**src/cpu_pkg.sv**
```systemverilog
package cpu_pkg;

	localparam int NUM_REGS  = 32;
	localparam int WIN_DEPTH = 3;

	// instruction field positions
	localparam int OP_MSB = 31;
	localparam int RD_LSB = 21;
	localparam int RS_LSB = 16;
	localparam int RT_LSB = 11;

	typedef logic [31:0]                   word_t;
	typedef logic [$clog2(NUM_REGS)-1:0]   reg_addr_t;
	typedef logic [11:0]                   pc_t;
	typedef logic [13:0]                   daddr_t;
	typedef logic [15:0]                   imm_t;
	typedef logic [$clog2(WIN_DEPTH)-1:0]  win_idx_t;

	typedef enum logic [5:0] {
		OP_NOP  = 6'h00,
		OP_ADD  = 6'h01,
		OP_SUB  = 6'h02,
		OP_AND  = 6'h03,
		OP_OR   = 6'h04,
		OP_ADDI = 6'h05,
		OP_LW   = 6'h06,
		OP_SW   = 6'h07,
		OP_HALT = 6'h3f
	} opcode_t;

	typedef enum logic {
		UNIT_ALU = 1'b0,
		UNIT_MEM = 1'b1
	} unit_t;

	typedef struct packed {
		logic      valid;
		opcode_t   op;
		unit_t     unit;
		reg_addr_t rd;
		reg_addr_t rs;
		reg_addr_t rt;
		imm_t      imm;
		logic      uses_rt;
		logic      writes_rd;
	} dec_instr_t;

	// one entry handed to a unit, operands already read
	typedef struct packed {
		logic      valid;
		opcode_t   op;
		reg_addr_t rd;
		word_t     rs_val;
		word_t     rt_val;
		imm_t      imm;
	} issue_t;

	typedef struct packed {
		logic      valid;
		reg_addr_t addr;
		word_t     data;
	} wb_t;

	function automatic word_t sext_imm(input imm_t imm);
		return {{($bits(word_t) - $bits(imm_t)){imm[$bits(imm_t)-1]}}, imm};
	endfunction

endpackage

```
**src/mem_unit.sv**
```systemverilog
`timescale 1ns/10ps

module mem_unit (
	input  logic            i_clk,
	input  logic            i_rstn,
	input  cpu_pkg::issue_t i_issue,
	input  cpu_pkg::word_t  i_dmem_rdata,
	output cpu_pkg::daddr_t o_dmem_addr,
	output cpu_pkg::word_t  o_dmem_wdata,
	output logic            o_dmem_en,
	output logic            o_dmem_we,
	output cpu_pkg::wb_t    o_wb,
	output logic            o_busy
);

	cpu_pkg::word_t     eff_addr;
	logic               issue_load;
	logic               rd_strobe;
	cpu_pkg::reg_addr_t s1_rd_q;
	cpu_pkg::reg_addr_t wb_rd_q;
	logic               wb_pend_q;

	assign eff_addr   = i_issue.rs_val + cpu_pkg::sext_imm(i_issue.imm);
	assign issue_load = i_issue.valid && i_issue.op == cpu_pkg::OP_LW;
	assign rd_strobe  = o_dmem_en && !o_dmem_we;

	always_ff @(posedge i_clk) begin
		if (!i_rstn) begin
			o_dmem_en <= 1'b0;
			o_dmem_we <= 1'b0;
			wb_pend_q <= 1'b0;
		end else begin
			o_dmem_en <= i_issue.valid;
			o_dmem_we <= i_issue.valid && i_issue.op == cpu_pkg::OP_SW;
			wb_pend_q <= rd_strobe;
		end
	end

	// address, store data and load destination
	always_ff @(posedge i_clk) begin
		if (i_issue.valid) begin
			o_dmem_addr  <= cpu_pkg::daddr_t'(eff_addr);
			o_dmem_wdata <= i_issue.rt_val;
			s1_rd_q      <= i_issue.rd;
		end
		wb_rd_q <= s1_rd_q;
	end

	// load data comes straight from the memory port
	assign o_wb.valid = wb_pend_q;
	assign o_wb.addr  = wb_rd_q;
	assign o_wb.data  = i_dmem_rdata;

	assign o_busy = issue_load || rd_strobe || wb_pend_q;

endmodule

```
**config.mk**
```make
export PLATFORM = sky130hd
export DESIGN_NAME = mem_unit
export DESIGN_NICKNAME = d
export VERILOG_FILES = /design/src/cpu_pkg.sv /design/src/mem_unit.sv
export SDC_FILE = /design/constraint.sdc
export NUM_CORES = 1
export LEC_CHECK = 0
export BUFFER_PORTS_ARGS = -buffer_cell sky130_fd_sc_hd__clkbuf_2
export CAP_MARGIN = 5
export CORE_ASPECT_RATIO = 0.7
export CORE_MARGIN = 5
export CORE_UTILIZATION = 43
export DETAILED_ROUTE_END_ITERATION = 10
export PLACE_DENSITY = 0.83
export SETUP_SLACK_MARGIN = 0.02
export SYNTH_ARGS = -nofsm -noshare
export SYNTH_HDL_FRONTEND = slang
export SYNTH_SLANG_ARGS = --single-unit
```
**constraint.sdc**
```tcl
create_clock -name i_clk -period 3.2 [get_ports i_clk]
set_input_delay 0.32 -clock i_clk [delete_from_list [all_inputs] [get_ports i_clk]]
set_output_delay 0.32 -clock i_clk [all_outputs]
set_load 0.03 [all_outputs]
```
==> metrics.yaml <==
grt:
  track_usage_pct: 16.4
  grt_max_degree: 53
  antenna_found_initial: 0
  grt_pass1_wl_um: 10300
  grt_pass1_vias: 1952
  overflow: 0
placement:
  dp_hpwl_um: 5570
  dpl_cell_area_um2: 3230
  place.gp.congestion: 0.804
  port_buffers: 128
  dpl_worst_slack_ns: 0.983
min_path:
  hp-class: "in -> reg"
worst_setup_path:
  path_buf_inv: 2
  crit_required_ns: 3.34
  path_max_fanout: 3
  cp-end-kind: "flop"
  critical_path.max_stage_delay_ns: 0.39
  start_kind: "primary input"
  crit_slowest_cell: "fa_1"
  critical_path.top_delay_family: "compound AO/OA/AOI/OAI gates"
  worstPathCellList: "clkbuf_2, ha_1, inv_1, fa_1, and2b_1, o2111ai_2, a21o_1, and2_4, o311ai_2"
  critical_path_class: "in -> reg"
  critPathArrivalTime_ns: 2.03
cts:
  cts_sinks: 59
  post-cts-setup-buffers: 0
  tritoncts: "yes"
  cts_buffer_depth: 2
  ctsResizeCount: 0
  htreeDepth: 3
  clkLatencyLatePin_ns: 0.32
  cts_root_buffer: "clkbuf_8"
  hold_buffers: 0
  clk_pin_slew_worst_paths_ns: 0.06
  cts_buffers: 9
synthesis:
  syn-cell-area_um2: 2740
  synth_warnings: 0
  synth.ff_latch_count: 59
  synth.distinct_cells: 40
  postSynthCellCount: 211
  yosysSeqAreaShare_pct: 61.7
  synth_fp_nets: 351
  avgSynthCellArea_um2: 13.0
sta:
  fin_crit_ns: 1.89
  whs_ns: 0.172
  fin_setup_tns_ns: 0
  maxSlewHeadroom_pct: 56.7
  fin_crit_sh_pct: 58.9
  drv_slew: 0
  rsz0062_at_grt: "no"
  setup_viol_count_final: 0
  worst_pin_slew_ns: 0.649
  finClkSkew_ns: 0.00328
  max_freq_ghz: 0.530
  hold_viol_final: 0
  setup_slack_ns: 1.31
route:
  drc_errors: 0
  viasPerCell: 4.95
  drt_iter0_markers: 83
  detail-route-antenna-nets: 0
  routed_wl_um: 6700
  wl_per_cell_um: 16.8
  drt_first_pass_iters: 7
  vias: 1974
die:
  rows: 24
  core-area_um2: 6220
  fp.dieH_um: 76.8
  die_w_um: 105
  io_pins: 213
  die-area_um2: 8100
  initial_core_util_pct: 44.1
power_and_ir_drop:
  peakVddDrop_v: 0.000222
  power_w: 0.00210
  powerDensity_nw_per_um2: 607
  leakage_nw: 1.59
cells_and_area:
  design_area_um2: 3460
  drive_gt1_share_pct: 47.0
  mostFrequentLayoutCells: "128 x clkbuf_2, 51 x edfxtp_1, 19 x nor2_1"
  fin_nets: 456
  syn_to_final_growth_pct: 26.2
  antenna_cells: 0
  final_common_cell: "clkbuf_2"
  fillCellCount: 523
outcome:
  outcome: "finished, final reports clean"
run:
  cap_violations: 0
[cells in the mapped netlist]
cell	number	area [µm²]
edfxtp_1	51	1530
buf_4	33	248
nor2_1	19	71.3
ha_1	13	163
nand2_1	10	37.5
a21oi_1	8	40.0
dfxtp_1	8	160
inv_1	7	26.3
a21o_1	5	37.5
xnor2_1	5	43.8
and2_1	4	25.0
nor2b_1	4	25.0
nand2b_1	3	18.8
nand3_1	3	15.0
nand4_1	3	18.8
nor3_1	3	15.0
o21ai_0	3	15.0
o21ai_1	3	15.0
a31oi_1	2	12.5
clkbuf_1	2	7.51
nor3b_1	2	15.0
o311ai_2	2	32.5
a211o_1	1	8.76
a211oi_1	1	7.51
a21boi_0	1	7.51
a21boi_2	1	11.3
a221oi_1	1	8.76
a311oi_1	1	8.76
a31o_2	1	8.76
and2_4	1	8.76
and2b_1	1	7.51
and3_1	1	6.26
fa_1	1	20.0
nor4b_1	1	8.76
o2111ai_2	1	15.0
o211a_1	1	10.0
o211ai_1	1	7.51
o21a_1	1	7.51
or3_1	1	6.26
xor2_1	1	8.76
[worst paths after layout]
path / startpoint / end / slack (ns) / cells past startpoint
hold reg to reg: s1_rd_q[0] / wb_rd_q[0] / 0.34 / 0
setup / recovery: i_issue[0] / o_dmem_addr[12] / 1.31 / 9
setup reg to reg: o_dmem_en / wb_pend_q / 2.52 / 2
hold / removal: i_issue[25] / o_dmem_wdata[9] / 0.17 / 1
[metrics by stage]
step	cells	util [%]
final	399	55.6
after global routing	399	55.6
after CTS	399	55.6
after detailed placement	383	52.0
after global placement	383	52.0
after floorplan	211	-
[sequential cells by signal (all words and copies together) (netlist names)]
signal	count
wb_pend_q	1
o_dmem_addr	14
s1_rd_q	5
wb_rd_q	5
o_dmem_en	1
o_dmem_we	1
o_dmem_wdata	32
[cell families after synthesis]
logic type,after synthesis,synth area share [%]
xor gates and xnor gates,6,1.92
DFF,59,61.7
and+or+nand+nor,56,10.2
AOI/OAI and AO/OA,34,9.27
adders and majority gates,14,6.66
buffers and inverters,42,10.3
[routing by layer]
| metal | vias up | track usage (%) | part of all wire (%) |
|---|---|---|---|
| li1 | 945 | - | - |
| met1 | 881 | 18.1 | 36 |
| met2 | 132 | 28.1 | 49 |
| met3 | 16 | 6.71 | 13 |
| met4 | 0 | 6.82 | 1.5 |
| met5 | - | 0 | 0 |
[cell type report]
| cell class | count | area [µm²] | area share (%) |
|---|---|---|---|
| tap | 78 | 97.6 | 2.82 |
| inverter | 7 | 26.3 | 0.760 |
| multi-input combinational | 110 | 768 | 22.2 |
| clock inverter | 5 | 75.1 | 2.17 |
| timing repair buffer | 129 | 648 | 18.7 |
| clock buffer | 11 | 151 | 4.38 |
| sequential | 59 | 1690 | 48.9 |
[worst register-to-register path: stages (launching register included)]
cell,delay [ns]
dfxtp_1,0.31
nor2b_1,0.13
and2_1,0.14
[where the power goes]
group / leakage [nW] / switching, W / internal [W] / total (W)
combinational: 0.903 / 0.000276 / 0.000141 / 0.000417
sequential: 0.566 / 0.0000181 / 0.000921 / 0.000939
clock: 0.119 / 0.000267 / 0.000477 / 0.000743
total: 1.59 / 0.000561 / 0.00154 / 0.00210
No activity file was read; power rests on OpenSTA's default activity.
