### src/cpu_pkg.sv
package cpu_pkg;

	localparam int NUM_REGS  = 32;
	localparam int WIN_DEPTH = 3;

	// instruction field positions
	localparam int OP_MSB = 31;
	localparam int RD_LSB = 21;
	localparam int RS_LSB = 16;
	localparam int RT_LSB = 11;

	typedef logic [31:0]                   word_t;
	typedef logic [$clog2(NUM_REGS)-1:0]   reg_addr_t;
	typedef logic [11:0]                   pc_t;
	typedef logic [13:0]                   daddr_t;
	typedef logic [15:0]                   imm_t;
	typedef logic [$clog2(WIN_DEPTH)-1:0]  win_idx_t;

	typedef enum logic [5:0] {
		OP_NOP  = 6'h00,
		OP_ADD  = 6'h01,
		OP_SUB  = 6'h02,
		OP_AND  = 6'h03,
		OP_OR   = 6'h04,
		OP_ADDI = 6'h05,
		OP_LW   = 6'h06,
		OP_SW   = 6'h07,
		OP_HALT = 6'h3f
	} opcode_t;

	typedef enum logic {
		UNIT_ALU = 1'b0,
		UNIT_MEM = 1'b1
	} unit_t;

	typedef struct packed {
		logic      valid;
		opcode_t   op;
		unit_t     unit;
		reg_addr_t rd;
		reg_addr_t rs;
		reg_addr_t rt;
		imm_t      imm;
		logic      uses_rt;
		logic      writes_rd;
	} dec_instr_t;

	// one entry handed to a unit, operands already read
	typedef struct packed {
		logic      valid;
		opcode_t   op;
		reg_addr_t rd;
		word_t     rs_val;
		word_t     rt_val;
		imm_t      imm;
	} issue_t;

	typedef struct packed {
		logic      valid;
		reg_addr_t addr;
		word_t     data;
	} wb_t;

	function automatic word_t sext_imm(input imm_t imm);
		return {{($bits(word_t) - $bits(imm_t)){imm[$bits(imm_t)-1]}}, imm};
	endfunction

endpackage

### src/fetch_decode.sv
`timescale 1ns/10ps

module fetch_decode (
	input  logic                i_clk,
	input  logic                i_rstn,
	input  cpu_pkg::word_t      i_imem_rdata,
	input  logic                i_hold,
	output cpu_pkg::pc_t        o_imem_addr,
	output logic                o_imem_en,
	output cpu_pkg::dec_instr_t o_dec,
	output logic                o_halt_seen
);

	cpu_pkg::pc_t        pc_q;
	logic                inflight_q;
	logic                skid_vld_q;
	cpu_pkg::word_t      skid_q;
	logic                halt_q;
	cpu_pkg::word_t      cur_word;
	logic                cur_vld;
	cpu_pkg::dec_instr_t cur_dec;

	function automatic cpu_pkg::dec_instr_t decode(input cpu_pkg::word_t w, input logic vld);
		cpu_pkg::dec_instr_t d;
		d.op  = cpu_pkg::opcode_t'(w[cpu_pkg::OP_MSB -: $bits(cpu_pkg::opcode_t)]);
		d.rd  = w[cpu_pkg::RD_LSB +: $bits(cpu_pkg::reg_addr_t)];
		d.rs  = w[cpu_pkg::RS_LSB +: $bits(cpu_pkg::reg_addr_t)];
		d.rt  = w[cpu_pkg::RT_LSB +: $bits(cpu_pkg::reg_addr_t)];
		d.imm = w[$bits(cpu_pkg::imm_t)-1:0];
		d.unit = (d.op == cpu_pkg::OP_LW || d.op == cpu_pkg::OP_SW) ?
			cpu_pkg::UNIT_MEM : cpu_pkg::UNIT_ALU;
		d.uses_rt = d.op inside {cpu_pkg::OP_ADD, cpu_pkg::OP_SUB, cpu_pkg::OP_AND,
			cpu_pkg::OP_OR, cpu_pkg::OP_SW};
		d.writes_rd = d.rd != '0 && d.op inside {cpu_pkg::OP_ADD, cpu_pkg::OP_SUB,
			cpu_pkg::OP_AND, cpu_pkg::OP_OR, cpu_pkg::OP_ADDI, cpu_pkg::OP_LW};
		// nop, halt and unknown codes never reach the window
		d.valid = vld && d.op inside {cpu_pkg::OP_ADD, cpu_pkg::OP_SUB, cpu_pkg::OP_AND,
			cpu_pkg::OP_OR, cpu_pkg::OP_ADDI, cpu_pkg::OP_LW, cpu_pkg::OP_SW};
		return d;
	endfunction

	assign o_imem_addr = pc_q;
	assign o_imem_en   = !i_hold && !halt_q;
	assign o_halt_seen = halt_q;

	// skid word and a fresh word never arrive together
	assign cur_word = skid_vld_q ? skid_q : i_imem_rdata;
	assign cur_vld  = (skid_vld_q || inflight_q) && !halt_q;
	assign cur_dec  = decode(cur_word, cur_vld);

	always_ff @(posedge i_clk) begin
		if (!i_rstn) begin
			pc_q       <= '0;
			inflight_q <= 1'b0;
			skid_vld_q <= 1'b0;
			halt_q     <= 1'b0;
			o_dec      <= '0;
		end else begin
			if (o_imem_en)
				pc_q <= pc_q + 1'b1;
			inflight_q <= o_imem_en;
			if (i_hold) begin
				if (inflight_q && !halt_q)
					skid_vld_q <= 1'b1;
			end else begin
				skid_vld_q <= 1'b0;
				o_dec      <= cur_dec;
				if (cur_vld && cur_dec.op == cpu_pkg::OP_HALT)
					halt_q <= 1'b1;
			end
		end
	end

	always_ff @(posedge i_clk) begin
		if (i_hold && inflight_q)
			skid_q <= i_imem_rdata;
	end

	a_skid_exclusive: assert property (@(posedge i_clk) disable iff (!i_rstn)
		!(skid_vld_q && inflight_q));

endmodule

### config.mk
export PLATFORM = sky130hd
export DESIGN_NAME = fetch_decode
export DESIGN_NICKNAME = d
export VERILOG_FILES = /design/src/cpu_pkg.sv /design/src/fetch_decode.sv
export SDC_FILE = /design/constraint.sdc
export NUM_CORES = 1
export LEC_CHECK = 0
export BUFFER_PORTS_ARGS = -buffer_cell sky130_fd_sc_hd__buf_2
export CAP_MARGIN = 20
export CORE_ASPECT_RATIO = 1.5
export CORE_MARGIN = 5
export CORE_UTILIZATION = 35
export CTS_CLUSTER_DIAMETER = 120
export CTS_CLUSTER_SIZE = 20
export DETAILED_ROUTE_END_ITERATION = 10
export HOLD_SLACK_MARGIN = 0.06
export REMOVE_ABC_BUFFERS = 1
export SKIP_CTS_REPAIR_TIMING = 1
export SLEW_MARGIN = 20
export SYNTH_ARGS = -nofsm -noshare
export SYNTH_HDL_FRONTEND = slang
export SYNTH_SLANG_ARGS = --single-unit
### constraint.sdc
create_clock -name i_clk -period 2.45 [get_ports i_clk]
set_clock_uncertainty 0.15 [all_clocks]
set_input_delay 0.245 -clock i_clk [delete_from_list [all_inputs] [get_ports i_clk]]
set_output_delay 0.245 -clock i_clk [all_outputs]
set_load 0.02 [all_outputs]
==> results.json <==
{
  "drive_gt1_share_pct": 26.0,
  "synth_xor_area_share_pct": 3.38,
  "core-area_sq_um": 9580,
  "clock_latency_ns": 0.34,
  "synthToLayoutAreaGrowth_pct": 34.7,
  "tightest_slew_ns": 0.616,
  "clk_pin_slew_worst_paths_ns": 0.06,
  "r2r-end": "o_dec[0]",
  "setup-violations-final": 0,
  "worstSetupStartpointType": "input port",
  "diodes": 0,
  "io_pins": 90,
  "synthAdderAreaFrac_pct": 0.371,
  "ys_types": 37,
  "p_leak_nw": 1.87,
  "hold_class": "reg2reg",
  "max-cap-violations": 0,
  "numCtsBuffers": 9,
  "ys_ff_latch": 83,
  "synth_cells": 322,
  "setup-tns-final_ns": 0,
  "synth_compound_area_share_pct": 7.90,
  "hold_viol_final": 0,
  "grt_pass1_wl_microns": 12100,
  "startpoint": "i_imem_rdata[29]",
  "syn-cell-area_sq_um": 3370,
  "crit_arrival_ns": 2.12,
  "vias": 2656,
  "drt_wl_total_microns": 7850,
  "power.density_nw_per_um2": 719,
  "slew_headroom_pct": 58.9,
  "final_nets": 474,
  "reg2reg_from": "skid_vld_q",
  "maxSlewViolCount": 0,
  "seq_area_sq_um": 1980,
  "rr_worst_depth": 4,
  "grt_max_degree": 48,
  "synth-seq-area-share_pct": 58.8,
  "dp_hpwl_microns": 5430,
  "r2r_slack_ns": 0.61,
  "crit_type": "in2reg",
  "cp-endpoint": "o_dec[0]",
  "avgSynthCellArea_sq_um": 10.5,
  "fmax_ghz": 0.494,
  "cts_num_sinks": 83,
  "antenna_found_initial": 0,
  "endpoint_kind": "flop",
  "dieArea_sq_um": 11700,
  "dieWidth_microns": 90.2,
  "grtUsageTotal_pct": 12.9,
  "ir_worst_vdd_uv": 408,
  "cts_buffer_depth": 2,
  "cts_tree": "yes",
  "grt_pass1_vias": 2492,
  "synth-simple-area-share_pct": 15.9,
  "die_h_microns": 130,
  "grt-ovfl-total": 0,
  "portBuffers": 89,
  "synth_top_family_by_area": "simple AND/OR/NAND/NOR gates",
  "cts-root-buf": "clkbuf_16",
  "fp-row-count": 44,
  "period_share_pct": 82.6,
  "drc": 0,
  "synthMuxAreaShare_pct": 9.83,
  "drt_iter0_markers": 60,
  "dr.pass1.iters": 4,
  "pre_cts_slack_ns": 0.557,
  "initial_utilization_pct": 35.2,
  "outcome": "complete, no violations",
  "n_fill_cell": 924,
  "crit_fanout": 4,
  "yosysWarnings": 0,
  "cp.required_ns": 2.55,
  "rsz0062_at_grt": "false",
  "gp_congestion": 0.740,
  "antenna_left": 0,
  "min_from": "o_dec[8]",
  "min_period_ns": 2.02,
  "htreeDepth": 3,
  "viasPerCell": 4.76,
  "wire_per_inst_microns": 14.1,
  "multi_input_area_sq_um": 1260,
  "fin_ws_ns": 0.426
}
-- layout by cell type, fill, tap and decap left out, types with 4 or more instances in the layout --
| cell type | instances |
|---|---|
| xor2_1 | 11 |
| nand2_1 | 10 |
| nand4_1 | 5 |
| clkbuf_16 | 9 |
| dlygate4sd3_1 | 33 |
| clkbuf_1 | 4 |
| buf_2 | 89 |
| buf_4 | 6 |
| nor3_1 | 6 |
| a21oi_1 | 38 |
| mux2i_1 | 32 |
| nand3_1 | 7 |
| nor2_1 | 75 |
| dfxtp_1 | 50 |
| edfxtp_1 | 32 |
-- cells by family after synthesis --
family,count (synthesis)
flops,83
compound gates,48
simple gates,117
mux,33
buf+inv,27
fa+ha+maj,1
xor+xnor,13
-- where the power goes --
part | internal (mW) | total [mW] | switching [mW] | leakage [nW]
Combinational | 0.146 | 0.338 | 0.192 | 1.01
Sequential | 1.49 | 1.52 | 0.0291 | 0.712
Clock | 0.893 | 1.41 | 0.518 | 0.148
-- how the worst min path moves through the flow --
stage | endpoint | slack, ns | cells past startpoint
4_1_cts | skid_q[15] | -0.07 | 1
2_1_floorplan | inflight_q | 0.17 | 1
5_1_grt | o_dec[28] | 0.37 | 2
3_5_place_dp | skid_q[15] | 0.29 | 1
3_3_place_gp | skid_q[15] | 0.29 | 1
6_report | o_dec[8] | 0.33 | 2
-- worst max-delay path: stages --
cell and delay (ns):
dlygate4sd3_1 0.54, buf_2 0.15, nor4_2 0.25, a21oi_1 0.11, or4b_4 0.51, o41ai_2 0.31
-- state kept, by name, indices dropped and copies added, names as in the netlist --
register	flops
o_imem_addr	12
o_dec	36
skid_q	32
o_halt_seen	1
skid_vld_q	1
inflight_q	1
-- stage by stage --
step | area (sq um) | std cells | hold slack, ns | util [%] | power [mW]
3_5_place_dp | 3910 | 509 | 0.294 | 40.8 | 1.85
4_1_cts | 4210 | 525 | -0.0676 | 44.0 | 3.27
2_1_floorplan | 3250 | 298 | 0.174 | - | 1.71
5_1_grt | 4540 | 558 | 0.371 | 47.4 | 3.40
6_report | 4540 | 558 | 0.335 | 47.4 | 3.27
3_3_place_gp | 3910 | 509 | 0.293 | 40.8 | 1.84
-- metal layers --
layer | part of all wire, % | vias up | track usage (%) | wire length [microns]
li1 | - | 1352 | - | -
met1 | 43 | 1246 | 15.3 | 3380
met2 | 51 | 46 | 21.6 | 3990
met3 | 3.3 | 12 | 2.83 | 261
met4 | 2.6 | 0 | 7.36 | 207
met5 | 0 | - | 0 | 0
-- final cells by class --
| cell class | instances | area share, % |
|---|---|---|
| clock buffers | 13 | 5.29 |
| clock inverters | 3 | 1.43 |
| inverters | 3 | 0.248 |
| multi-input cells | 212 | 27.7 |
| flip-flops and latches | 83 | 43.6 |
| well taps | 115 | 3.17 |
| repair buffers | 129 | 18.5 |
-- synthesized netlist by cell type --
| cell type | count | area [sq um] |
|---|---|---|
| a211oi_1 | 1 | 7.51 |
| a21oi_1 | 38 | 190 |
| a31oi_1 | 1 | 6.26 |
| and2_1 | 2 | 12.5 |
| and3_1 | 1 | 6.26 |
| and4_1 | 2 | 17.5 |
| and4bb_2 | 1 | 12.5 |
| buf_2 | 3 | 15.0 |
| buf_4 | 5 | 37.5 |
| buf_6 | 1 | 11.3 |
| clkbuf_1 | 15 | 56.3 |
| dfxtp_1 | 51 | 1020 |
| edfxtp_1 | 32 | 961 |
| ha_1 | 1 | 12.5 |
| inv_1 | 3 | 11.3 |
| mux2_2 | 1 | 11.3 |
| mux2i_1 | 32 | 320 |
| nand2_1 | 10 | 37.5 |
| nand2b_1 | 2 | 12.5 |
| nand3_1 | 7 | 35.0 |
| nand3b_1 | 1 | 7.51 |
| nand4_1 | 5 | 31.3 |
| nor2_1 | 75 | 282 |
| nor3_1 | 6 | 30.0 |
| nor3b_1 | 1 | 7.51 |
| nor4_2 | 1 | 12.5 |
| o21ai_0 | 3 | 15.0 |
| o22ai_1 | 1 | 6.26 |
| o31a_1 | 1 | 8.76 |
| o31ai_1 | 1 | 7.51 |
| o41ai_1 | 1 | 8.76 |
| o41ai_2 | 1 | 16.3 |
| or4_1 | 1 | 7.51 |
| or4b_2 | 1 | 10.0 |
| or4b_4 | 1 | 13.8 |
| xnor2_1 | 2 | 17.5 |
| xor2_1 | 11 | 96.3 |
Note: power is estimated with default switching activity, not from simulation.
