**src/cpu_pkg.sv**
```systemverilog
package cpu_pkg;

	localparam int NUM_REGS  = 32;
	localparam int WIN_DEPTH = 3;

	// instruction field positions
	localparam int OP_MSB = 31;
	localparam int RD_LSB = 21;
	localparam int RS_LSB = 16;
	localparam int RT_LSB = 11;

	typedef logic [31:0]                   word_t;
	typedef logic [$clog2(NUM_REGS)-1:0]   reg_addr_t;
	typedef logic [11:0]                   pc_t;
	typedef logic [13:0]                   daddr_t;
	typedef logic [15:0]                   imm_t;
	typedef logic [$clog2(WIN_DEPTH)-1:0]  win_idx_t;

	typedef enum logic [5:0] {
		OP_NOP  = 6'h00,
		OP_ADD  = 6'h01,
		OP_SUB  = 6'h02,
		OP_AND  = 6'h03,
		OP_OR   = 6'h04,
		OP_ADDI = 6'h05,
		OP_LW   = 6'h06,
		OP_SW   = 6'h07,
		OP_HALT = 6'h3f
	} opcode_t;

	typedef enum logic {
		UNIT_ALU = 1'b0,
		UNIT_MEM = 1'b1
	} unit_t;

	typedef struct packed {
		logic      valid;
		opcode_t   op;
		unit_t     unit;
		reg_addr_t rd;
		reg_addr_t rs;
		reg_addr_t rt;
		imm_t      imm;
		logic      uses_rt;
		logic      writes_rd;
	} dec_instr_t;

	// one entry handed to a unit, operands already read
	typedef struct packed {
		logic      valid;
		opcode_t   op;
		reg_addr_t rd;
		word_t     rs_val;
		word_t     rt_val;
		imm_t      imm;
	} issue_t;

	typedef struct packed {
		logic      valid;
		reg_addr_t addr;
		word_t     data;
	} wb_t;

	function automatic word_t sext_imm(input imm_t imm);
		return {{($bits(word_t) - $bits(imm_t)){imm[$bits(imm_t)-1]}}, imm};
	endfunction

endpackage

```
**src/issue_window.sv**
```systemverilog
`timescale 1ns/10ps

module issue_window (
	input  logic                i_clk,
	input  logic                i_rstn,
	input  cpu_pkg::dec_instr_t i_dec,
	input  cpu_pkg::wb_t        i_alu_wb,
	input  cpu_pkg::wb_t        i_mem_wb,
	input  cpu_pkg::word_t      i_rs_val [cpu_pkg::WIN_DEPTH],
	input  cpu_pkg::word_t      i_rt_val [cpu_pkg::WIN_DEPTH],
	output cpu_pkg::reg_addr_t  o_rs_addr [cpu_pkg::WIN_DEPTH],
	output cpu_pkg::reg_addr_t  o_rt_addr [cpu_pkg::WIN_DEPTH],
	output cpu_pkg::issue_t     o_alu_issue,
	output cpu_pkg::issue_t     o_mem_issue,
	output logic                o_hold,
	output logic                o_empty
);

	// entry 0 is the oldest
	cpu_pkg::dec_instr_t           win_q   [cpu_pkg::WIN_DEPTH];
	cpu_pkg::dec_instr_t           win_nxt [cpu_pkg::WIN_DEPTH];
	logic [cpu_pkg::NUM_REGS-1:0]  busy_q;
	logic [cpu_pkg::NUM_REGS-1:0]  set_mask;
	logic [cpu_pkg::NUM_REGS-1:0]  clr_mask;
	logic [cpu_pkg::WIN_DEPTH-1:0] valid;
	logic [cpu_pkg::WIN_DEPTH-1:0] ready;
	logic [cpu_pkg::WIN_DEPTH-1:0] leaving;
	logic                          alu_go;
	logic                          mem_go;
	cpu_pkg::win_idx_t             alu_idx;
	cpu_pkg::win_idx_t             mem_idx;
	logic                          load_inflight_q;

	function automatic cpu_pkg::issue_t make_issue(input logic go,
		input cpu_pkg::dec_instr_t e, input cpu_pkg::word_t rs_val,
		input cpu_pkg::word_t rt_val);
		cpu_pkg::issue_t iss;
		iss.valid  = go;
		iss.op     = e.op;
		iss.rd     = e.writes_rd ? e.rd : '0;
		iss.rs_val = rs_val;
		iss.rt_val = rt_val;
		iss.imm    = e.imm;
		return iss;
	endfunction

	always_comb begin
		cpu_pkg::dec_instr_t e;
		cpu_pkg::dec_instr_t o;
		for (int i = 0; i < cpu_pkg::WIN_DEPTH; i++) begin
			e = win_q[i];
			valid[i]     = e.valid;
			o_rs_addr[i] = e.rs;
			o_rt_addr[i] = e.rt;
			// a busy destination also stalls, so each busy bit has one owner
			ready[i] = e.valid && !busy_q[e.rs] && !(e.uses_rt && busy_q[e.rt])
				&& !(e.writes_rd && busy_q[e.rd]);
			for (int j = 0; j < i; j++) begin
				o = win_q[j];
				if (o.valid) begin
					if (o.writes_rd && (o.rd == e.rs || (e.uses_rt && o.rd == e.rt)))
						ready[i] = 1'b0;
					if (e.writes_rd && (o.rs == e.rd || (o.uses_rt && o.rt == e.rd)
						|| (o.writes_rd && o.rd == e.rd)))
						ready[i] = 1'b0;
					// memory ops stay in program order
					if (e.unit == cpu_pkg::UNIT_MEM && o.unit == cpu_pkg::UNIT_MEM)
						ready[i] = 1'b0;
				end
			end
		end
	end

	// walk from youngest to oldest so the oldest ready entry wins
	always_comb begin
		alu_go  = 1'b0;
		alu_idx = '0;
		mem_go  = 1'b0;
		mem_idx = '0;
		for (int i = cpu_pkg::WIN_DEPTH - 1; i >= 0; i--) begin
			if (ready[i] && win_q[i].unit == cpu_pkg::UNIT_ALU) begin
				alu_go  = 1'b1;
				alu_idx = cpu_pkg::win_idx_t'(i);
			end
			if (ready[i] && win_q[i].unit == cpu_pkg::UNIT_MEM && !load_inflight_q) begin
				mem_go  = 1'b1;
				mem_idx = cpu_pkg::win_idx_t'(i);
			end
		end
		for (int i = 0; i < cpu_pkg::WIN_DEPTH; i++)
			leaving[i] = (alu_go && alu_idx == i) || (mem_go && mem_idx == i);
	end

	assign o_hold  = &valid && !alu_go && !mem_go;
	assign o_empty = !(|valid);

	// compact the survivors, then append the decoded instruction
	always_comb begin
		int cnt;
		cnt = 0;
		for (int i = 0; i < cpu_pkg::WIN_DEPTH; i++)
			win_nxt[i] = '0;
		for (int i = 0; i < cpu_pkg::WIN_DEPTH; i++) begin
			if (win_q[i].valid && !leaving[i]) begin
				win_nxt[cnt] = win_q[i];
				cnt++;
			end
		end
		if (i_dec.valid && !o_hold)
			win_nxt[cnt] = i_dec;
	end

	always_comb begin
		set_mask = '0;
		clr_mask = '0;
		if (alu_go && win_q[alu_idx].writes_rd)
			set_mask[win_q[alu_idx].rd] = 1'b1;
		if (mem_go && win_q[mem_idx].writes_rd)
			set_mask[win_q[mem_idx].rd] = 1'b1;
		if (i_alu_wb.valid)
			clr_mask[i_alu_wb.addr] = 1'b1;
		if (i_mem_wb.valid)
			clr_mask[i_mem_wb.addr] = 1'b1;
	end

	always_ff @(posedge i_clk) begin
		if (!i_rstn) begin
			for (int i = 0; i < cpu_pkg::WIN_DEPTH; i++)
				win_q[i] <= '0;
			busy_q          <= '0;
			load_inflight_q <= 1'b0;
			o_alu_issue     <= '0;
			o_mem_issue     <= '0;
		end else begin
			win_q  <= win_nxt;
			busy_q <= (busy_q & ~clr_mask) | set_mask;
			if (mem_go && win_q[mem_idx].op == cpu_pkg::OP_LW)
				load_inflight_q <= 1'b1;
			else if (i_mem_wb.valid)
				load_inflight_q <= 1'b0;
			o_alu_issue <= make_issue(alu_go, win_q[alu_idx], i_rs_val[alu_idx],
				i_rt_val[alu_idx]);
			o_mem_issue <= make_issue(mem_go, win_q[mem_idx], i_rs_val[mem_idx],
				i_rt_val[mem_idx]);
		end
	end

	a_wb_distinct: assert property (@(posedge i_clk) disable iff (!i_rstn)
		i_alu_wb.valid && i_mem_wb.valid && i_alu_wb.addr != '0
		|-> i_alu_wb.addr != i_mem_wb.addr);

	// both units never claim one register in the same cycle
	a_busy_once: assert property (@(posedge i_clk) disable iff (!i_rstn)
		alu_go && mem_go && win_q[alu_idx].writes_rd && win_q[mem_idx].writes_rd
		|-> win_q[alu_idx].rd != win_q[mem_idx].rd);

endmodule

```
**config.mk**
```make
export PLATFORM = sky130hd
export DESIGN_NAME = issue_window
export DESIGN_NICKNAME = d
export VERILOG_FILES = /design/src/cpu_pkg.sv /design/src/issue_window.sv
export SDC_FILE = /design/constraint.sdc
export NUM_CORES = 1
export LEC_CHECK = 0
export BUFFER_PORTS_ARGS = -buffer_cell sky130_fd_sc_hd__buf_2
export CELL_PAD_IN_SITES_DETAIL_PLACEMENT = 0
export CELL_PAD_IN_SITES_GLOBAL_PLACEMENT = 1
export CORE_MARGIN = 1.5
export CORE_UTILIZATION = 28
export DETAILED_ROUTE_END_ITERATION = 8
export PLACE_DENSITY = 0.58
export SETUP_SLACK_MARGIN = 0.15
export SLEW_MARGIN = 10
export SYNTH_ARGS = -nofsm -noshare
export SYNTH_HDL_FRONTEND = slang
export SYNTH_SLANG_ARGS = --single-unit
```
**constraint.sdc**
```tcl
create_clock -name i_clk -period 5.3 [get_ports i_clk]
set_clock_uncertainty 0.2 [all_clocks]
set_input_delay 1.06 -clock i_clk [delete_from_list [all_inputs] [get_ports i_clk]]
set_output_delay 1.06 -clock i_clk [all_outputs]
set_load 0.005 [all_outputs]
```
==> impl_metrics.yaml <==
clock_tree:
  clockBufferDepth: 3
  clk_latency_ps: 580
  cts_sinks: 340
  tritoncts: "built"
  cts.htree.levels: 2
  cts_root_buf: "clkbuf_16"
  cts_buffers: 42
  clk_pin_slew_ps: 60
routing:
  drc: 0
  drtAntennaViolNets: 0
  viasPerCell: 5.81
  routed-via-count: 21027
  drt_iter0_drc: 1907
  wl_mm: 93.1
  wl_per_cell_um: 25.7
  drt_first_pass_iters: 5
worst_setup_path:
  worstReg2RegEnd: "o_rt_addr[5]$_SDFF_PN0_"
  cp-start-kind: "flip-flop"
  path_cells: "mux4_2 > mux2i_1 > mux4_2 > o211ai_4 > or4_4 > nand2_1 > nor2_1 > buf_4 > buf_2"
  crit_path_max_incr_delay_ps: 780
  worstPathArrival_ps: 3740
  regToRegStartpoint: "o_rt_addr[10]$_SDFF_PN0_"
  critPathTopFamily: "multiplexers"
  crit_fanout: 11
  crit_path_end_kind: "primary output"
  rr_worst_depth: 13
  ff2ff_setup_slack_ps: 520
  cp_slowest_cell: "dfxtp_1"
  worst-path-buf-inv: 2
  crit_top_cell: "mux4_2"
  worst_ep_required_time_ps: 4040
  path_class: "reg2out"
sta:
  max_freq_ghz: 0.200
  tns_ps: 0
  drv_slew: 0
  hold_violations: 0
  grt_setup_unrepaired: "false"
  post-route-min-period_ps: 5000
  slew_headroom_pct: 13.1
  worstMarginPinSlew_ps: 1300
  setup_viol: 0
  worst_slack_ps: 297
  hold-worst-slack_ps: 284
  post-route-period-util_pct: 94.4
yosys:
  synth.largest_area_cell: "dfxtp_1"
  yosys.area.top_type_share_pct: 34.8
  netlist_top_cells_area: "dfxtp_1 35%, nand2_1 7.8%, a311oi_1 7.4%"
  synth_area_um2: 19500
  synth_warnings: 0
  netlist_instances: 2306
  synth-seq-area-share_pct: 34.8
  synth_edf_count: 0
  synth-main-ff-cell: "dfxtp_1"
  syn_nets: 2618
  async_flop_share_pct: 0
  avgSynthCellArea_um2: 8.47
  synth-seq-cells: 340
  synth.distinct_cells: 76
worst_hold_path:
  hold_depth: 2
  worstHoldStart: "win_q[96]$_SDFF_PN0_"
  min_to: "o_mem_issue[12]$_SDFF_PN0_"
  hold_path.class: "reg2reg"
placed_design:
  pre_cts_slack_ps: 260
  dp_hpwl_mm: 63.7
  port_buffers: 462
  gp_congestion: 0.880
power_and_ir_drop:
  p_comb_share_pct: 11.5
  seqPwrFrac_pct: 43.3
  finalPower_uw: 6250
  power.switching_uw: 1690
  power_density_nw_per_um2: 257
  leakagePower_uw: 0.00994
  ir_drop_mv: 0.206
  p_sw_share_pct: 27.0
  clkPwrFrac_pct: 45.2
  p_int_uw: 4560
global_routing:
  grt_first_pass_wirelength_mm: 133
  grt_pass1_vias: 19798
  grt_max_degree: 167
  grt_overflow_total: 0
  antenna_found_initial: 18
  grt_use_total_pct: 24.7
layout:
  fillers: 7139
  layout.area.seq_um2: 6810
  multi_input_area_um2: 11600
  post-route-util_pct: 35.3
  final_common_cell: "buf_2"
  final_cell_mix: "462 x buf_2, 404 x nand2_1, 335 x dfxtp_1"
  area_growth_pct: 24.4
  fin_nets: 2963
  drive_gt1_share_pct: 27.9
flow_run:
  cap_violations: 0
floorplan:
  die_h_um: 267
  die_area_um2: 71400
  rows: 96
  coreArea_um2: 68800
  die_x_um: 267
  io_pins: 527
  initial_core_util_pct: 28.4
outcome:
  status: "finished, final reports clean"
-- cells by family after synthesis --
logic type / count (synthesis) / share of synthesized area (%)
muxes: 117 / 10.1
AOI/OAI and AO/OA: 578 / 24.0
DFF: 340 / 34.8
buffers and inverters: 291 / 6.52
and+or+nand+nor: 904 / 21.1
adders and majority gates: 1 / 0.0640
xor gates and xnor gates: 75 / 3.36
-- sequential cells by signal (all words and copies together) (netlist names) --
name / cells
load_inflight_q: 1
busy_q: 32
valid: 3
o_rt_addr: 15
o_mem_issue: 92
o_alu_issue: 92
o_rs_addr: 15
win_q: 90
-- cells in the mapped netlist, types with 10 or more instances --
cell type,count
o221ai_1,42
dfxtp_1,340
nand2_1,407
and2_1,10
and3_1,44
buf_4,33
clkbuf_1,185
a221o_1,39
buf_1,20
mux2i_1,41
xor2_1,44
nor3_1,27
a22oi_1,42
inv_1,16
mux4_2,63
o21a_1,33
a31oi_1,41
mux2_2,11
buf_2,32
or4_1,57
nor2_1,212
nand4_1,23
nor2b_1,13
nand3_1,66
a21oi_1,60
a311oi_1,166
xnor2_1,31
a22o_1,73
-- how the worst max path moves through the flow --
stage | startpoint | to | slack (ps) | cells past startpoint
after detailed placement | win_q[111]$_SDFF_PN0_ | win_q[56]$_SDFF_PN0_ | 260 | 14
after CTS | win_q[111]$_SDFF_PN0_ | o_hold | 190 | 10
after global placement | o_rt_addr[5]$_SDFF_PN0_ | win_q[48]$_SDFF_PN0_ | 300 | 12
final | o_rs_addr[1]$_SDFF_PN0_ | o_hold | 300 | 9
after floorplan | o_rt_addr[10]$_SDFF_PN0_ | o_rt_addr[9]$_SDFF_PN0_ | 660 | 17
after global routing | win_q[29]$_SDFF_PN0_ | o_hold | 150 | 12
-- worst register-to-register path, cell delays in order, from the launching register on --
cell and delay [ps]:
dfxtp_1 560, mux4_2 560, mux2i_1 200, o221ai_1 200
a22oi_2 390, nand3_1 220, nand3_4 130, nand2_1 80
ha_1 300, inv_1 80, o31ai_4 1080, buf_4 410
and3_1 200, o21a_1 110
-- per-stage QoR --
stage | cells | instance area, um2
6_report | 3619 | 24300
2_1_floorplan | 2306 | 19500
3_5_place_dp | 3534 | 22900
4_1_cts | 3605 | 24200
5_1_grt | 3617 | 24300
3_3_place_gp | 3534 | 22900
-- final cells by class --
type / instances / area share [%]
Multi-Input combinational cell: 1675 / 47.8
Antenna cell: 10 / 0.103
Tap cell: 931 / 4.79
Sequential cell: 340 / 28.0
Clock inverter: 8 / 0.448
Inverter: 16 / 0.278
Clock buffer: 63 / 4.98
Timing Repair Buffer: 576 / 13.6
-- power groups by stage --
| stage | registers (uW) | logic, uW | clock network [uW] |
|---|---|---|---|
| global placement | 2760 | 698 | 0 |
| global route | 2710 | 772 | 3000 |
| finish | 2700 | 720 | 2830 |
| floorplan | 2740 | 335 | 0 |
| detailed placement | 2760 | 709 | 0 |
| CTS | 2700 | 714 | 2890 |
-- routing by layer --
metal | vias up | GRT usage (%) | part of all wire (%)
met2 | 959 | 40.0 | 47
met4 | 14 | 7.13 | 2.8
met5 | - | 0 | 0.096
met3 | 155 | 5.28 | 8.2
met1 | 10535 | 32.8 | 42
li1 | 9364 | - | -
-- timing repair --
item | CTS | global route
pin swaps | 0 | 1
resized for setup | 5 | 8
hold buffers | 0 | 0
setup endpoints to repair | 1 | 17
buffers inserted | 0 | 4
No activity file was read; power rests on OpenSTA's default activity.
