**src/cpu_pkg.sv**
```systemverilog
package cpu_pkg;

	localparam int NUM_REGS  = 32;
	localparam int WIN_DEPTH = 3;

	// instruction field positions
	localparam int OP_MSB = 31;
	localparam int RD_LSB = 21;
	localparam int RS_LSB = 16;
	localparam int RT_LSB = 11;

	typedef logic [31:0]                   word_t;
	typedef logic [$clog2(NUM_REGS)-1:0]   reg_addr_t;
	typedef logic [11:0]                   pc_t;
	typedef logic [13:0]                   daddr_t;
	typedef logic [15:0]                   imm_t;
	typedef logic [$clog2(WIN_DEPTH)-1:0]  win_idx_t;

	typedef enum logic [5:0] {
		OP_NOP  = 6'h00,
		OP_ADD  = 6'h01,
		OP_SUB  = 6'h02,
		OP_AND  = 6'h03,
		OP_OR   = 6'h04,
		OP_ADDI = 6'h05,
		OP_LW   = 6'h06,
		OP_SW   = 6'h07,
		OP_HALT = 6'h3f
	} opcode_t;

	typedef enum logic {
		UNIT_ALU = 1'b0,
		UNIT_MEM = 1'b1
	} unit_t;

	typedef struct packed {
		logic      valid;
		opcode_t   op;
		unit_t     unit;
		reg_addr_t rd;
		reg_addr_t rs;
		reg_addr_t rt;
		imm_t      imm;
		logic      uses_rt;
		logic      writes_rd;
	} dec_instr_t;

	// one entry handed to a unit, operands already read
	typedef struct packed {
		logic      valid;
		opcode_t   op;
		reg_addr_t rd;
		word_t     rs_val;
		word_t     rt_val;
		imm_t      imm;
	} issue_t;

	typedef struct packed {
		logic      valid;
		reg_addr_t addr;
		word_t     data;
	} wb_t;

	function automatic word_t sext_imm(input imm_t imm);
		return {{($bits(word_t) - $bits(imm_t)){imm[$bits(imm_t)-1]}}, imm};
	endfunction

endpackage

```
**src/alu_unit.sv**
```systemverilog
`timescale 1ns/10ps

module alu_unit (
	input  logic            i_clk,
	input  logic            i_rstn,
	input  cpu_pkg::issue_t i_issue,
	output cpu_pkg::wb_t    o_wb
);

	cpu_pkg::word_t imm_ext;
	cpu_pkg::word_t result;

	assign imm_ext = cpu_pkg::sext_imm(i_issue.imm);

	always_comb begin
		case (i_issue.op)
			cpu_pkg::OP_ADD:  result = i_issue.rs_val + i_issue.rt_val;
			cpu_pkg::OP_SUB:  result = i_issue.rs_val - i_issue.rt_val;
			cpu_pkg::OP_AND:  result = i_issue.rs_val & i_issue.rt_val;
			cpu_pkg::OP_OR:   result = i_issue.rs_val | i_issue.rt_val;
			cpu_pkg::OP_ADDI: result = i_issue.rs_val + imm_ext;
			default:          result = '0;
		endcase
	end

	// result goes back one cycle after issue
	always_ff @(posedge i_clk) begin
		if (!i_rstn) begin
			o_wb <= '0;
		end else begin
			o_wb.valid <= i_issue.valid;
			o_wb.addr  <= i_issue.rd;
			o_wb.data  <= result;
		end
	end

	a_alu_ops_only: assert property (@(posedge i_clk) disable iff (!i_rstn)
		i_issue.valid |-> i_issue.op inside {cpu_pkg::OP_ADD, cpu_pkg::OP_SUB,
			cpu_pkg::OP_AND, cpu_pkg::OP_OR, cpu_pkg::OP_ADDI});

endmodule

```
**config.mk**
```make
export PLATFORM = sky130hd
export DESIGN_NAME = alu_unit
export DESIGN_NICKNAME = d
export VERILOG_FILES = /design/src/cpu_pkg.sv /design/src/alu_unit.sv
export SDC_FILE = /design/constraint.sdc
export NUM_CORES = 1
export LEC_CHECK = 0
export BUFFER_PORTS_ARGS = -buffer_cell sky130_fd_sc_hd__buf_2
export CORE_MARGIN = 4
export CORE_UTILIZATION = 50
export CTS_CLUSTER_SIZE = 30
export DETAILED_ROUTE_END_ITERATION = 8
export PLACE_DENSITY_LB_ADDON = 0.15
export SYNTH_ARGS = -nofsm -noshare
export SYNTH_HDL_FRONTEND = slang
export SYNTH_SLANG_ARGS = --single-unit
```
**constraint.sdc**
```tcl
create_clock -name i_clk -period 12.5 [get_ports i_clk]
set_input_delay 1.25 -clock i_clk [delete_from_list [all_inputs] [get_ports i_clk]]
set_output_delay 1.25 -clock i_clk [all_outputs]
set_load 0.02 [all_outputs]
```
==> summary.md, run 1 <==
| Metric | Value |
|---|---|
| Status | `finished clean` |
| Pin count of the biggest net entering global routing | `66` |
| Sequential share of the synthesized area | `17.6%` |
| WS Path Type | `input pin to flip-flop` |
| DR WL/cell | `~17 microns` |
| Final slew viol count | `0` |
| Worst setup path endpoint | `o_wb[31]$_SDFF_PN0_` |
| Largest Register | `o_wb` |
| CTS H-tree lvls | `2` |
| CTS Hold Bufs | `0` |
| First-pass GRT wire length | `between 20,000 and 25,000 microns` |
| Placer Congestion | `0.993` |
| Delay-heaviest family, CP | `compound AO/OA/AOI/OAI gates` |
| Critical Path Stages | `16` |
| Post-synthesis cell count | `between 500 and 600` |
| CTS Buf Count | `5` |
| Clock tree buffer depth | `2` |
| Vias per cell | `about 6.4` |
| Combinational share of power | `38.8%` |
| Die Ht | `101 microns` |
| CTS tree | `done` |
| CTS resizes | `0` |
| CTS Sinks | `38` |
| Final setup fails | `0` |
| Core area | `0.00830 sq mm` |
| Int Pwr | `244 uW` |
| Fin. Hold Viols | `0` |
| IO buf count | `131` |
| Post-Layout Inst Area | `0.00513 sq mm` |
| Ratio of cells with drive above 1 in the final layout | `between 20% and 30%` |
| Worst path max stage delay | `around 0.73 ns` |
| Sequential Power Share | `32.6%` |
| Post-Syn Area | `0.00432 sq mm` |
| Switching portion of total power | `35.6%` |
| Clock power share | `28.6%` |
| Residual DRC | `0` |
| FMAX | `165 MHz` |
| Dpl hpwl | `10,500 microns` |
| Post-layout minimum cycle time | `6.07 ns` |
| Synthesized Nets | `713` |
| Vias | `slightly above 5,000` |
| Crit path from | `i_issue[88]` |
| Max reg flops | `38` |
| Tcrit/Tclk final | `48.5%` |
| Worst-path clk slew | `0.09 ns` |
| CP Cell Sequence | `buf_2 > nor3_1 > nand2_1 > buf_4 > nand2_1 > o21ai_0 > a221o_1 > ha_1 > and2_1 > a221o_1 > o2111ai_1 > nor4b_1 > o32ai_1 > a41oi_1 > o21a_1 > o211ai_1` |
| Die Span X | `101 microns` |
| Antenna violations before repair | `0` |
| Leakage | `about 0.0025 uW` |
| Post-synth EDFFs | `0` |
| Worst min path class | `input pin to flip-flop` |
| Unique masters post-synth | `61` |
| CP arrival | `6.26 ns` |
| Crit end category | `flip-flop` |
| Most used DFF post-synth | `dfxtp_1` |
| Sw power | `135 uW` |
| Slew headroom | `43.6%` |
| Nets | `821` |
| Slowest cell on the critical path | `nor4b_1` |
| Util after Layout | `~60%` |
| Worst Path Required | `between 10 and 15 ns` |
| GRT Total Usage | `between 20% and 30%` |
| Avg Cell Area, Syn | `7.46 sq um` |
| Vias in the first global route | `4,507` |
| Post-synth top area cell | `dfxtp_1` |
| Most frequent cells in the layout | `131 x buf_2, 52 x nor2_1, 48 x a21o_1, 48 x nand2_1, 44 x o21ai_0` |
| #FFs+latches synth | `38` |
| Antenna-violating nets left | `0` |
| Max Cap Viol | `0` |
| I/O pins | `132` |
| Setup TNS | `0 ns` |
| Final Routed Wirelength | `between 10,000 and 15,000 microns` |
| DRT iter0 DRCs | `between 300 and 400` |
| Rows | `33` |
| Synth warn | `0` |
| CP Launch Type | `input pin` |
| Synth top area cells | `dfxtp_1 18%, ha_1 11%, a21o_1 8.3%` |
| CTS root buffer | `clkbuf_8` |
| DRT Pass-1 Iters | `5` |
| Peak supply drop | `between 0.03 and 0.04 mV` |
| Async SR Flop Fraction | `0%` |
| GR Overflow Total | `0` |
| Antenna diode count | `0` |
| Crit path buf inv count | `2` |
| Initial Utilization | `52.0%` |
| Post-CTS Setup Repair Bufs | `0` |
| Area after DPL | `roughly 0.005 sq mm` |
| Synth top area share | `17.6%` |
| Die area | `~0.010 sq mm` |
| Slew @ Worst Pin | `0.835 ns` |
| PD cells | `73.9 mW/mm^2` |
| RSZ-0062 raised after global routing | `no` |
| Crit-path max FO | `54` |
| Area grow syn2layout | `18.7%` |
| Commonest non-fill, non-tap cell in the layout | `buf_2` |
| Regs by FF count | `o_wb (38)` |
[power by group through the flow]
stage                     registers, uW  logic, uW  clock network, uW
after floorplan                     129       95.2                  0
after global placement              126        142                  0
after detailed placement            126        144                  0
after CTS                           123        145                112
after global routing                124        162                115
final                               123        147                108
[metrics by stage]
stage	hold slack (ns)	cells	power, uW	setup WS, ns
6_report	1.15	793	379	6.43
3_5_place_dp	1.46	785	271	6.26
2_1_floorplan	1.38	579	224	7.13
3_3_place_gp	1.46	785	268	6.42
4_1_cts	1.15	793	381	6.56
5_1_grt	1.15	793	401	6.08
[metal layers]
metal  wire, microns  part of all wire (%)  up-vias  track usage (%)
li1                -                     -     2456                -
met1            5970                    44     2384             33.8
met2            6380                    47      194             43.7
met3            1050                   7.7       14             3.25
met4             172                   1.3        0             6.24
met5               0                     0        -                0
[final cells by class]
type	instances	area, sq um
Multi-Input combinational cell	492	3380
Fill cell	783	3170
Sequential cell	38	761
Timing Repair Buffer	136	693
Tap cell	105	131
Clock buffer	5	68.8
Inverter	14	52.6
Clock inverter	3	40.0
[logic make-up after synthesis]
group           count (synthesis)  share of synthesized area [%]
simple gates                  192                           22.6
fa+ha+maj                      40                           11.8
compound gates                237                           39.1
flops                          38                           17.6
buf+inv                        49                           4.29
xor+xnor                       23                           4.66
[worst min-delay path by stage]
| stage | startpoint | to | slack [ns] | cells after the start |
|---|---|---|---|---|
| floorplan | i_issue[80] | o_wb[32]$_SDFF_PN0_ | 1.38 | 1 |
| global placement | i_issue[83] | o_wb[35]$_SDFF_PN0_ | 1.46 | 2 |
| detailed placement | i_issue[83] | o_wb[35]$_SDFF_PN0_ | 1.46 | 2 |
| CTS | i_issue[83] | o_wb[35]$_SDFF_PN0_ | 1.15 | 2 |
| global route | i_issue[83] | o_wb[35]$_SDFF_PN0_ | 1.15 | 2 |
| finish | i_issue[83] | o_wb[35]$_SDFF_PN0_ | 1.15 | 2 |
[cells in the mapped netlist (2+ instances only)]
master      n
or3_1       5
a41oi_1     2
nor4_2      2
o311ai_1    2
o211ai_1    8
o22a_1      2
nor3b_1     5
or3b_1      2
a31oi_1     2
inv_1      14
o21ai_0    44
xor2_1     10
o2111ai_1   4
a21oi_1    36
o22ai_1     6
o21bai_1    5
nand2_1    48
a22o_1     10
a21o_1     48
o21a_1      5
or3_4       2
nor3_1     22
and2_0      2
nand3b_1    2
o311ai_0    8
nor2b_1     3
a22oi_1    10
nand3_1    12
or3b_2      2
nand4_1     5
a222oi_1   15
buf_1       4
dfxtp_1    38
nor4_1      8
clkbuf_1   30
nor2_1     52
xnor2_1    13
and3_1      3
ha_1       39
a21boi_0    2
o31ai_1     5
and2_1      9
a221o_1    15
(Power assumes the default switching activity.)
==> run 2: changes to the inputs <==
Clock period 12.5 ns to 6.2 ns, I/O delays scaled along.
==> summary.md, run 2 (synthesized netlist as in run 1, its figures left out) <==
| Metric | Value |
|---|---|
| CTS root buffer | `clkbuf_8` |
| CTS resizes | `0` |
| Commonest non-fill, non-tap cell in the layout | `buf_2` |
| Die Ht | `101 microns` |
| Antenna violations before repair | `0` |
| Worst-path clk slew | `around 0.09 ns` |
| Status | `finished clean` |
| CP Launch Type | `input pin` |
| DRT iter0 DRCs | `between 400 and 500` |
| Initial Utilization | `52.0%` |
| CTS Buf Count | `5` |
| DRT Pass-1 Iters | `6` |
| First-pass GRT wire length | `22,300 microns` |
| Area grow syn2layout | `19.5%` |
| Slew headroom | `between 40% and 50%` |
| PD cells | `~160 mW/mm^2` |
| Die Span X | `101 microns` |
| Worst Path Required | `6.39 ns` |
| Vias per cell | `between 6 and 7` |
| CTS tree | `done` |
| Post-CTS Setup Repair Bufs | `0` |
| Worst min path class | `input pin to flip-flop` |
| Slew @ Worst Pin | `0.888 ns` |
| Crit-path max FO | `5` |
| Crit end category | `flip-flop` |
| Clock tree buffer depth | `2` |
| Peak supply drop | `0.0954 mV` |
| Final slew viol count | `0` |
| Final Non-Filler Cells | `794` |
| Most frequent cells in the layout | `131 x buf_2, 52 x nor2_1, 48 x a21o_1, 48 x nand2_1, 44 x o21ai_0` |
| Tcrit/Tclk final | `85.0%` |
| CTS Sinks | `38` |
| Inst Count DP | `around 800` |
| Nets | `roughly 800` |
| FMAX | `190 MHz` |
| WS Path Type | `input pin to flip-flop` |
| Core area | `0.00830 sq mm` |
| Antenna diode count | `0` |
| Fin. Hold Viols | `0` |
| Pre-CTS setup slack | `0.610 ns` |
| IO buf count | `131` |
| Residual DRC | `0` |
| Ratio of cells with drive above 1 in the final layout | `22.4%` |
| Dpl hpwl | `approximately 11,000 microns` |
| Hold path start | `i_issue[84]` |
| Crit path from | `i_issue[17]` |
| Pin count of the biggest net entering global routing | `54` |
| I/O pins | `132` |
| Util after Layout | `62.2%` |
| Post-layout minimum cycle time | `5.27 ns` |
| DR WL/cell | `17.6 microns` |
| GRT Total Usage | `between 20% and 30%` |
| Leakage | `between 0.002 and 0.0025 uW` |
| CP arrival | `5.46 ns` |
| Setup WS post-layout | `0.928 ns` |
| Antenna-violating nets left | `0` |
| RSZ-0062 raised after global routing | `no` |
| Regs by FF count | `o_wb (38)` |
| Max reg flops | `38` |
| Vias in the first global route | `4,791` |
| Largest Register | `o_wb` |
| Rows | `33` |
| Vias | `5,089` |
| Final Routed Wirelength | `14,000 microns` |
| CTS Hold Bufs | `0` |
| Placer Congestion | `1.04` |
| GR Overflow Total | `0` |
| Final setup fails | `0` |
| CTS H-tree lvls | `2` |
| Max Cap Viol | `0` |
| Die area | `between 0.01 and 0.015 sq mm` |
| Setup TNS | `0 ns` |
run 2: changes by cell type in the layout (fill, tap and decap cells not counted), sizes merged:
| cell | delta |
|---|---|
| buf | +1 |
| bufinv | +1 |
| clkinv | -1 |
run 2: report_power, final:
group	switching, uW	total, uW	internal, uW
sequential	0.809	249	248
clock	103	265	161
combinational	174	299	126
total	278	813	535
run 2: critical path, stage by stage:
cell and delay (ns):
buf_2 0.11, inv_1 0.07, ha_1 0.18, or3b_1 0.39
or3_4 0.36, or3b_2 0.52, nor2_1 0.14, nand2_1 0.11
nor3b_1 0.15, a221o_1 0.28, ha_1 0.35, a21o_1 0.20
nand4_1 0.09, nand3_1 0.10, nor4b_1 0.75, o32ai_1 0.22
a41oi_1 0.53, o21a_1 0.21, o211ai_1 0.09
run 2: final timing paths:
kind / to / slack, ns / depth (start not counted)
max: o_wb[31]$_SDFF_PN0_ / 0.93 / 19
min: o_wb[36]$_SDFF_PN0_ / 0.53 / 2
run 2: through the flow:
step / area [sq um] / power, uW / hold slack (ns)
CTS: 5160 / 812 / 0.522
detailed placement: 5020 / 548 / 0.835
finish: 5160 / 813 / 0.526
global route: 5160 / 857 / 0.521
floorplan: 4320 / 452 / 0.747
global placement: 5020 / 542 / 0.824
run 2: layout make-up:
cell class                      count  area [sq um]
Inverter                           14          52.6
Sequential cell                    38           761
Multi-Input combinational cell    492          3380
Tap cell                          105           131
Clock buffer                        5          68.8
Clock inverter                      3          68.8
Fill cell                         841          3140
Timing Repair Buffer              137           701
run 2: metal layers:
metal / vias to the layer above / share of wire (%) / GRT usage, %
met3: 39 / 8.5 / 4.29
met5: - / 0 / 0
met1: 2370 / 43 / 34.3
met2: 230 / 46 / 44.3
met4: 0 / 2.9 / 10.4
li1: 2450 / - / -
==> run 3: changes to the inputs <==
Settings changed: BUFFER_PORTS_ARGS -buffer_cell sky130_fd_sc_hd__buf_2 to not set, DONT_BUFFER_PORTS set to 1, GPL_TIMING_DRIVEN set to 0.
==> summary.md, run 3 (synthesized netlist as in run 1, its figures left out) <==
| Metric | Value |
|---|---|
| Regs by FF count | `o_wb (38)` |
| CTS root buffer | `clkbuf_8` |
| Clock tree buffer depth | `2` |
| Core area | `slightly above 0.008 sq mm` |
| Peak supply drop | `0.0754 mV` |
| Crit end category | `flip-flop` |
| Post-layout minimum cycle time | `5.47 ns` |
| Min-Delay Endpoint | `o_wb[36]$_SDFF_PN0_` |
| PD cells | `157 mW/mm^2` |
| Ratio of cells with drive above 1 in the final layout | `2.73%` |
| Commonest non-fill, non-tap cell in the layout | `nor2_1` |
| Setup TNS | `0 ns` |
| Area grow syn2layout | `5.68%` |
| Slowest cell on the critical path | `nor4b_1` |
| Fin. Hold Viols | `0` |
| Tcrit/Tclk final | `88.3%` |
| Final Non-Filler Cells | `692` |
| CP arrival | `5.65 ns` |
| IO buf count | `0` |
| Worst path max stage delay | `between 0.8 and 0.9 ns` |
| Crit path buf inv count | `2` |
| GR Overflow Total | `0` |
| Slew headroom | `33.1%` |
| Max reg flops | `38` |
| Pin count of the biggest net entering global routing | `14` |
| Placer Congestion | `0.984` |
| Delay-heaviest family, CP | `simple AND/OR/NAND/NOR gates` |
| Int Pwr | `471 uW` |
| Final setup fails | `0` |
| CP Cell Sequence | `nor3_1 > nand2_1 > nand2_1 > clkbuf_1 > o21ai_0 > a222oi_1 > inv_1 > ha_1 > a21oi_1 > o21ai_0 > o2bb2ai_1 > nor4b_1 > o32ai_1 > a41oi_1 > o21a_1 > o211ai_1` |
| CTS H-tree lvls | `2` |
| CP Launch Type | `input pin` |
| GRT Total Usage | `between 20% and 30%` |
| Die area | `0.0102 sq mm` |
| RSZ-0062 raised after global routing | `no` |
| First-pass GRT wire length | `about 24,000 microns` |
| Status | `finished clean` |
| Leakage | `between 0.0015 and 0.002 uW` |
| Combinational share of power | `34.0%` |
| Critical Path Stages | `16` |
| Filler cell count | `815` |
| Die Span X | `101 microns` |
| Clock power share | `30.4%` |
| Vias per cell | `a little under 7` |
| Die Ht | `101 microns` |
| Sequential Power Share | `35.6%` |
| CTS tree | `done` |
| DRT iter0 DRCs | `593` |
| Dpl hpwl | `11,800 microns` |
| Slew @ Worst Pin | `approximately 0.99 ns` |
| DR WL/cell | `21.9 microns` |
| Post-CTS Setup Repair Bufs | `0` |
| Crit-path max FO | `10` |
| Rows | `33` |
| Final slew viol count | `0` |
| Worst Path Required | `6.38 ns` |
| Vias | `4,807` |
| Most frequent cells in the layout | `52 x nor2_1, 48 x a21o_1, 48 x nand2_1` |
| CTS Sinks | `38` |
| FMAX | `183 MHz` |
| Initial Utilization | `~52%` |
| Antenna diode count | `0` |
| Residual DRC | `0` |
| Hold Path Depth | `1` |
| Worst min path class | `input pin to flip-flop` |
| Vias in the first global route | `4,604` |
| Antenna violations before repair | `0` |
| CTS Buf Count | `5` |
| DRT Pass-1 Iters | `8` |
| I/O pins | `132` |
| Final Routed Wirelength | `15,200 microns` |
| Nets | `between 700 and 800` |
| Antenna-violating nets left | `0` |
| CTS Hold Bufs | `0` |
| Largest Register | `o_wb` |
| Sw power | `246 uW` |
| Inst Count DP | `around 680` |
| CTS resizes | `0` |
| Hold path start | `i_issue[84]` |
| Max Cap Viol | `0` |
| Worst-path clk slew | `about 0.080 ns` |
| Switching portion of total power | `34.3%` |
| WS Path Type | `input pin to flip-flop` |
run 3: cell types whose count changed in the layout (fill, tap and decap cells not counted), sizes merged:
cell      delta
buf        -132
clkbuf      +30
clkinvlp     +2
bufinv       -1
clkinv       -1
run 3: worst max-delay path by stage:
| stage | slack (ns) | endpoint | startpoint |
|---|---|---|---|
| after floorplan | 1.46 | o_wb[31]$_SDFF_PN0_ | i_issue[16] |
| after global placement | 0.65 | o_wb[31]$_SDFF_PN0_ | i_issue[16] |
| after detailed placement | 0.59 | o_wb[31]$_SDFF_PN0_ | i_issue[17] |
| after CTS | 0.91 | o_wb[31]$_SDFF_PN0_ | i_issue[16] |
| after global routing | 0.44 | o_wb[31]$_SDFF_PN0_ | i_issue[88] |
| final | 0.73 | o_wb[31]$_SDFF_PN0_ | i_issue[88] |
run 3: stage by stage:
| step | instance area, sq um | hold slack [ns] | power (uW) | setup WS, ns | util, % |
|---|---|---|---|---|---|
| 3_5_place_dp | 4450 | 0.750 | 498 | 0.592 | 53.6 |
| 4_1_cts | 4560 | 0.436 | 718 | 0.907 | 55.0 |
| 5_1_grt | 4560 | 0.428 | 760 | 0.439 | 55.0 |
| 2_1_floorplan | 4320 | 0.747 | 452 | 1.46 | - |
| 3_3_place_gp | 4450 | 0.748 | 492 | 0.649 | 53.6 |
| 6_report | 4560 | 0.446 | 717 | 0.727 | 55.0 |
run 3: cell type report:
type | count | area (sq um) | area share [%]
multi-input cells | 492 | 3370 | 73.9
well taps | 105 | 131 | 2.88
plain buffers | 35 | 133 | 2.91
flip-flops and latches | 38 | 761 | 16.7
inverters | 14 | 52.6 | 1.15
clock buffers | 5 | 68.8 | 1.51
clock inverters | 3 | 45.0 | 0.987
run 3: routing by layer:
metal / vias to the layer above / GRT usage, % / share of wire, % / wire length, microns
li1: 2248 / - / - / -
met1: 2242 / 36.7 / 40 / 6050
met2: 292 / 47.1 / 45 / 6840
met3: 25 / 9.76 / 13 / 1960
met4: 0 / 9.51 / 2.1 / 325
met5: - / 0 / 0 / 0
run 3: power by group through the flow:
stage / Combinational (uW) / Clock [uW] / Sequential [uW]
2_1_floorplan: 192 / 0 / 260
4_1_cts: 239 / 224 / 255
3_5_place_dp: 237 / 0 / 261
6_report: 244 / 218 / 255
5_1_grt: 269 / 235 / 255
3_3_place_gp: 232 / 0 / 261
